### config.mk
export PLATFORM = sky130hd
export DESIGN_NAME = bus_req_queue
export DESIGN_NICKNAME = d
export VERILOG_FILES = /design/src/design/mmu_pkg.sv /design/src/design/bus_req_queue.sv
export SDC_FILE = /design/constraint.sdc
export NUM_CORES = 1
export LEC_CHECK = 0
export BUFFER_PORTS_ARGS = -buffer_cell sky130_fd_sc_hd__buf_2
export CAP_MARGIN = 20
export CORE_MARGIN = 2
export CORE_UTILIZATION = 56
export DETAILED_ROUTE_END_ITERATION = 10
export PLACE_DENSITY = 0.88
export SYNTH_ARGS = -nofsm -noshare
export SYNTH_HDL_FRONTEND = slang
export SYNTH_SLANG_ARGS = --single-unit
export TNS_END_PERCENT = 50
### constraint.sdc
create_clock -name clk -period 3.27 [get_ports clk]
set_clock_uncertainty 0.1 [all_clocks]
set_input_delay 0.1635 -clock clk [delete_from_list [all_inputs] [get_ports clk]]
set_output_delay 0.1635 -clock clk [all_outputs]
set_load 0.005 [all_outputs]
### src/design/mmu_pkg.sv
/*
 * Sizes, command kinds and bus types shared by the MMU units
 * Map and status memories are fixed at 1024 pages of 1024 words
 * A map entry is 20 bits and its upper ten bits name the physical page
 */
package mmu_pkg;

// ----------------------------------------
// Sizes
// ----------------------------------------
localparam int PAGE_BITS       = 10;                        // Page index width
localparam int PAGES           = 1 << PAGE_BITS;            // Map entries
localparam int OFFSET_BITS     = 10;                        // In-page word offset
localparam int ADDR_BITS       = PAGE_BITS + OFFSET_BITS;   // Virtual and physical
localparam int BESM6_PAGE_BITS = 5;                         // Virtual page in BESM-6 mode
localparam int BUS_CREDITS     = 4;                         // Arbiter credits after reset
localparam int QUEUE_DEPTH     = 4;                         // Request FIFO entries

localparam int QPTR_BITS   = $clog2(QUEUE_DEPTH);           // FIFO pointer
localparam int QCNT_BITS   = $clog2(QUEUE_DEPTH + 1);       // FIFO fill level
localparam int CREDIT_BITS = $clog2(BUS_CREDITS + 1);       // Credit counter

localparam logic [QCNT_BITS-1:0]   QUEUE_FULL = QCNT_BITS'(QUEUE_DEPTH);
localparam logic [CREDIT_BITS-1:0] CREDIT_MAX = CREDIT_BITS'(BUS_CREDITS);

// ----------------------------------------
// Opcodes and command kinds
// ----------------------------------------
typedef logic [3:0] arb_opc_t;                  // Arbiter opcode

localparam arb_opc_t ARB_CCWR  = 4'd2;          // Instruction cache write
localparam arb_opc_t ARB_DCWR  = 4'd4;          // Operand cache write
localparam arb_opc_t ARB_DWR   = 4'd10;         // Result write
localparam arb_opc_t ARB_RDMWR = 4'd11;         // Read-modify-write
localparam arb_opc_t ARB_BTRWR = 4'd12;         // Block transfer write

typedef enum logic [2:0] {
    CMD_NOP       = 3'd0,
    CMD_MAP_WR    = 3'd1,   // Write one map entry
    CMD_STAT_WR   = 3'd2,   // Write used and dirty bits
    CMD_REPRIO_WR = 3'd3,   // Write one reprioritize bit
    CMD_FILL      = 3'd4,   // Set reprioritize bits up to the last page
    CMD_READ      = 3'd5,   // Read entry and status of a page
    CMD_XLATE     = 3'd6    // Translate and queue a bus request
} cmd_kind_t;

// ----------------------------------------
// Structs
// ----------------------------------------
typedef struct packed {
    logic                 valid;
    cmd_kind_t            kind;
    logic [ADDR_BITS-1:0] vaddr;    // Page index sits in the upper bits
    logic [ADDR_BITS-1:0] data;     // Entry, or reprio/used/dirty in bits 0..2
    arb_opc_t             opc;
} mmu_cmd_t;

typedef struct packed {
    logic besm6;                    // Five-bit virtual page
    logic no_paging;                // Map bypassed
} mmu_mode_t;

typedef struct packed {
    logic                 valid;
    logic [ADDR_BITS-1:0] paddr;
    logic [PAGE_BITS-1:0] page;     // Physical page for status update
    arb_opc_t             opc;
} xlate_t;

typedef struct packed {
    logic                 valid;
    logic [ADDR_BITS-1:0] entry;
    logic                 used;
    logic                 dirty;
    logic                 reprio;
} rd_resp_t;

typedef struct packed {
    logic                 valid;
    logic [ADDR_BITS-1:0] paddr;
    arb_opc_t             opc;
} bus_req_t;

endpackage

### src/design/bus_req_queue.sv
`timescale 1ns/1ps

/*
 * Request FIFO towards the arbiter with credit flow control
 * o_req.valid lasts one cycle per request and spends one credit
 * o_space counts the translation that may already be in flight
 */
module bus_req_queue (
    input  logic                clk,
    input  logic                reset,
    input  mmu_pkg::xlate_t     i_xlate,        // Push on valid
    input  logic                i_credit_ret,   // One credit back
    output mmu_pkg::bus_req_t   o_req,          // Request to arbiter
    output logic                o_space         // Room for one more command
);

// ----------------------------------------
// Storage and state
// ----------------------------------------
logic [mmu_pkg::ADDR_BITS-1:0]      paddr_mem [mmu_pkg::QUEUE_DEPTH];
mmu_pkg::arb_opc_t                  opc_mem   [mmu_pkg::QUEUE_DEPTH];

logic [mmu_pkg::QPTR_BITS-1:0]      wr_ptr;
logic [mmu_pkg::QPTR_BITS-1:0]      rd_ptr;
logic [mmu_pkg::QCNT_BITS-1:0]      count;      // Stored entries
logic [mmu_pkg::CREDIT_BITS-1:0]    credits;    // Credits left at the arbiter
logic [mmu_pkg::QCNT_BITS:0]        pending;    // Stored plus in flight
logic                               push;
logic                               pop;

assign push    = i_xlate.valid;
assign pop     = (count != '0) && (credits != '0);
assign pending = {1'b0, count} + {{mmu_pkg::QCNT_BITS{1'b0}}, i_xlate.valid};
assign o_space = pending < {1'b0, mmu_pkg::QUEUE_FULL};

assign o_req = '{valid: pop, paddr: paddr_mem[rd_ptr], opc: opc_mem[rd_ptr]};

// ----------------------------------------
// FIFO
// ----------------------------------------
always_ff @(posedge clk) begin
    if (push) begin
        paddr_mem[wr_ptr] <= i_xlate.paddr;
        opc_mem[wr_ptr]   <= i_xlate.opc;
    end
end

always_ff @(posedge clk) begin
    if (reset) begin
        wr_ptr <= '0;
        rd_ptr <= '0;
        count  <= '0;
    end else begin
        if (push)
            wr_ptr <= wr_ptr + 1'b1;            // Wraps at the power-of-two depth
        if (pop)
            rd_ptr <= rd_ptr + 1'b1;
        case ({push, pop})
            2'b10:   count <= count + 1'b1;
            2'b01:   count <= count - 1'b1;
            default: count <= count;            // Push and pop cancel out
        endcase
    end
end

// ----------------------------------------
// Credit counter
// ----------------------------------------
always_ff @(posedge clk) begin
    if (reset)
        credits <= mmu_pkg::CREDIT_MAX;         // Full credit after reset
    else begin
        case ({pop, i_credit_ret})
            2'b10:   credits <= credits - 1'b1;
            2'b01:   credits <= credits + 1'b1;
            default: credits <= credits;
        endcase
    end
end

// Space check at the top keeps a full FIFO from receiving a push
a_no_overflow: assert property (@(posedge clk) disable iff (reset)
    push |-> (count < mmu_pkg::QUEUE_FULL))
    else $error("push into a full request queue");

// Arbiter must not return more than it received
a_credit_max: assert property (@(posedge clk) disable iff (reset)
    credits <= mmu_pkg::BUS_CREDITS)
    else $error("credit count above maximum");

endmodule

* Word-level counts from Yosys, hierarchy flattened *
Memories as Yosys holds them, arrays and structs flattened. A register that Yosys moved wholly into a read port is not among the register bits.
Cells that the tools add are included.

storage, ports and cells
  register bits after elaboration = 10
  bits in latches = 0
  bits in writable memories = 96
  bits in read-only memories = 0
  memories = 2

operators by class
  add/subtract/negate cells = 7
  multiply operators = 0
  divide/modulo/power cells = 0
  $lt $le $gt $ge = 1
  eq/ne operators = 4
  shifts and indexed selects = 0
  multiplexer cells = 8
  bitwise operators = 0
  reductions and logical operators = 5

memory list
  name       depth  bits a word  read ports  clocked after Yosys merged registers in  write ports  line                 text
  paddr_mem  4      20           1           1                                        1            bus_req_queue.sv:20  logic [mmu_pkg::ADDR_BITS-1:0] paddr_mem [mmu_pkg::QUEUE_DEPTH];
  opc_mem    4      4            1           1                                        1            bus_req_queue.sv:21  mmu_pkg::arb_opc_t opc_mem [mmu_pkg::QUEUE_DEPTH];

operators with widths
  operator               count
  $pmux W3 S2            2
  $mux W2                4
  $add A3 B1 Y3 const B  2
  $reduce_bool A3 Y1     2
  $sub A3 B1 Y3 const B  2
  $add A2 B1 Y2 const B  2
  $add A3 B1 Y4          1
  $eq A2 B1 Y1 const B   2
  $eq A2 B2 Y1 const B   2
  $lt A4 B3 Y1 const B   1
  $reduce_bool A2 Y1     2
  $mux W1                2
  $logic_and A1 B1 Y1    1

* Logic depth before layout (Yosys ltp) *
  depth after elaboration = 4
  depth in mapped cells = 9
  mapped depth without buffers = 9

* Worst setup path before layout *
No wires, ideal clock.

  kind = flip-flop to flip-flop
  start point = register credits[0] (netlist bit)
  end point = register credits[2] (netlist bit)
  arrival = 2077 ps
  required time = 3038 ps
  slack = 960 ps
  stages on the path, launching flop included = 9
  path buffers = 0
  period minus slack after synthesis = 2310 ps
  path through = dfxtp_1 > nor3_1 > or2_2 > ha_1 > inv_1 > fa_1 > xor2_1 > o21ai_0 > or3b_2

between the ends
  word-level cells in the longest chain between the ends = 4
  elaborated cells on any way between the ends = 8
  classes of those cells = add/sub (2); eq/ne (2); mux (1); reduce/logical (3)

ends and longest elaborated chain
  element                                                line                 text
  start, declared                                        bus_req_queue.sv:26  logic [mmu_pkg::CREDIT_BITS-1:0] credits;
  start signal, assigned                                 bus_req_queue.sv:71  credits <= mmu_pkg::CREDIT_MAX;
  start signal, assigned                                 bus_req_queue.sv:74  2'b10: credits <= credits - 1'b1;
  start signal, assigned                                 bus_req_queue.sv:75  2'b01: credits <= credits + 1'b1;
  branches (longest 4 deep; another with $add A3 B1 Y3)  -

Several ways; the timed one is not identified.
A chain may end at the register's enable or synchronous reset.

* Worst setup path after layout *
Ends and elaborated chain as after synthesis.

==> reports/summary.txt <==
Status = complete, no violations
Crit path largest cell delay = 0.44 ns
Register area share after synthesis = 75.0%
Nets = 326
Routed WL per cell = 17.0 µm
Vias in the first global route = 2124
Worst vdd ir = 0.411 mV
Top-area cell type share of the netlist area = 69.2%
Largest net degree at the start of global routing = 25
Antenna-violating nets left = 0
Routed wire length = 6.52 mm
Post-CTS setup buffers = 0
Critical path arrival = 2.72 ns
Mapped Area = 4170 µm²
Row count = 31
Final critical-path required period = 2.58 ns
Via-to-Cell Ratio = 5.32
Endpoints failing setup = 0
Syn Inst Count = 194
CTS tree = built
Synth cell types = 26
FMAX = 387 MHz
Setup TNS = 0 ns
Critical Path Start Type = flop
Top delay family on crit path = simple AND/OR/NAND/NOR gates
WL met3 = 324 µm
CTS clk-pin slew, worst paths = 0.10 ns
Worst path cell trace = nor3_1, or2_2, ha_1, inv_1, fa_1, xor2_1, o21ai_0, or3b_2
Vias = 2042
Tot Pwr = 3110 µW
Non-Filler Cell Area, Final = 4960 µm²
Fill cell count = 485
Residual DRC = 0
Routed met2 length = 3.36 mm
IO Count = 64
Lkg Pwr = 0.00177 µW
Clock Path Buffers = 2
Uppermost layer routed = met4
Initial DRC count = 98
Slew Viols, Final = 0
Hold EP = wr_ptr[1]
Post-layout worst setup margin = 0.688 ns
Synth Register Bits = 108
Tot GR Track Use = 17.1%
Core Region = 7210 µm²
IO buf count = 53
Iteration count of the initial detailed-routing pass = 4
Slew @ Worst Pin = 0.480 ns
Ratio of final minimum period to clock period = 79.0%
Crit path kind = reg2reg
Root buf cell = clkbuf_8
Die Wd = 90.3 µm
Placed Area = 4540 µm²
Chip height = 90.3 µm
Syn Nets = 240
Full die area = 8150 µm²
P per Cell Area = 626 nW/µm²
Antenna violations before repair = 0
Ys flop type = edfxtp_1
Share of flip-flops with an asynchronous set or reset after synthesis = 0%
Total grt overflow = 0
Maxcap violations = 0
Area growth syn-to-layout = 19.1%
Proportion of layout cells with a drive suffix above 1 = 28.8%
Hold Path Class = in2reg
Clock latency at the later pin of the worst-skew pair = 0.36 ns
Data required, critical path = 3.41 ns
YS warnings = 0
Final Hold Viols = 0
CTS sink cnt = 108
Starting Density = 57.8%
Post-synthesis area per instance = 21.5 µm²
RSZ-0062 raised after global routing = false
Hold Crit Depth = 3
Slew margin rel. = 67.8%
Met1 wire length = 2.72 mm
Maximum net fanout on the critical path = 5
First-pass GRT wire length = 10.4 mm
Worst setup EP type = flop
Hold_ws = 0.0631 ns
FF-to-FF setup slack = 0.69 ns
Post-synth EDFFs = 96
Max H-tree Level = 3
TritonCTS Buffers = 9
Buf+Inv Stages, Crit Path = 1
Largest area contributor in the netlist = edfxtp_1
R2r endpoint = credits[2]
Worst r2r path cells = 8
R2R Path Start = credits[0]
Synth cell count leaders = edfxtp_1, mux4_1, dfxtp_1, inv_1, nor2_1
Hold_sp = i_xlate[34]
Top cells by area, synth = edfxtp_1, mux4_1, dfxtp_1
Ant. Diodes = 0
Critical Path Slowest Stage Cell = nor3_1
Worst slack at placement = 0.728 ns
GP Congestion = 0.718
HPWL Detailed = 4.01 mm
Most frequent cell after synthesis = edfxtp_1
[kinds of logic after synthesis]
kind of cell	count (synthesis)	synth area share (%)
AOI/OAI and AO/OA	10	1.29
xor gates and xnor gates	5	1.05
adders and majority gates	8	2.76
buffers and inverters	18	2.31
DFF	108	75.0
muxes	26	15.1
and+or+nand+nor	19	2.55
[repair_timing]
| item | in CTS | in global routing |
|---|---|---|
| hold buffers | 25 | 0 |
| endpoints found under the hold margin | 103 | 0 |
| gates resized for setup | 0 | 0 |
[cell type report]
type                       instances  area, µm²  share of cell area [%]
clock inverter                     7       50.0                    1.01
inverter                           9       33.8                   0.681
tap                               99        124                    2.50
clock buffer                       9        124                    2.50
sequential                       108       3120                    62.9
multi-input combinational         68        947                    19.1
timing repair buffer              84        561                    11.3
[how the worst max path moves through the flow]
| stage | startpoint | to | slack (ns) | cells after the start |
|---|---|---|---|---|
| after global routing | credits[0] | credits[2] | 0.52 | 8 |
| after global placement | credits[0] | credits[2] | 0.83 | 8 |
| after floorplan | credits[0] | credits[2] | 0.96 | 8 |
| final | credits[0] | credits[2] | 0.69 | 8 |
| after CTS | credits[0] | credits[2] | 0.70 | 8 |
| after detailed placement | credits[0] | credits[2] | 0.73 | 8 |
[worst min-delay path: cells and delay by family]
family | cells | cell delay [ns]
buffers and inverters | 1 | 0.17
multiplexers | 1 | 0.09
AND/OR/NAND/NOR | 1 | 0.07
[flip-flops by register name, indices dropped and copies added, names as in the netlist, named ones only]
register,flops
count,3
credits,3
opc_mem,16
paddr_mem,80
rd_ptr,2
wr_ptr,2
[report_power, final]
part           internal (µW)  total [µW]  leakage (µW)  switching [µW]
registers               1610        1650      0.000981            47.7
logic                    391         746      0.000704             355
clock network            280         709     0.0000853             429
[layer usage]
| metal | vias to the layer above | GRT usage [%] |
|---|---|---|
| li1 | 957 | - |
| met1 | 1029 | 20.8 |
| met2 | 48 | 29.4 |
| met3 | 8 | 4.42 |
| met4 | 0 | 6.92 |
| met5 | - | 0 |
[through the flow]
step	utilization (%)	instances
finish	68.8	384
global route	68.8	384
CTS	68.8	384
detailed placement	62.9	343
global placement	62.9	343
floorplan	-	194
[cell usage in the layout (no fill, tap or decap), types with 3 or more instances in the layout]
cell           count
dfxtp_1           12
buf_4              6
inv_1              9
ha_1               6
edfxtp_1          96
o21ai_0            3
and2_1             4
buf_2             53
xor2_1             4
mux4_1            18
a21oi_1            5
nor2_1             7
dlygate4sd3_1     25
clkbuf_8           9
mux4_2             6
(Power assumes the default switching activity.)
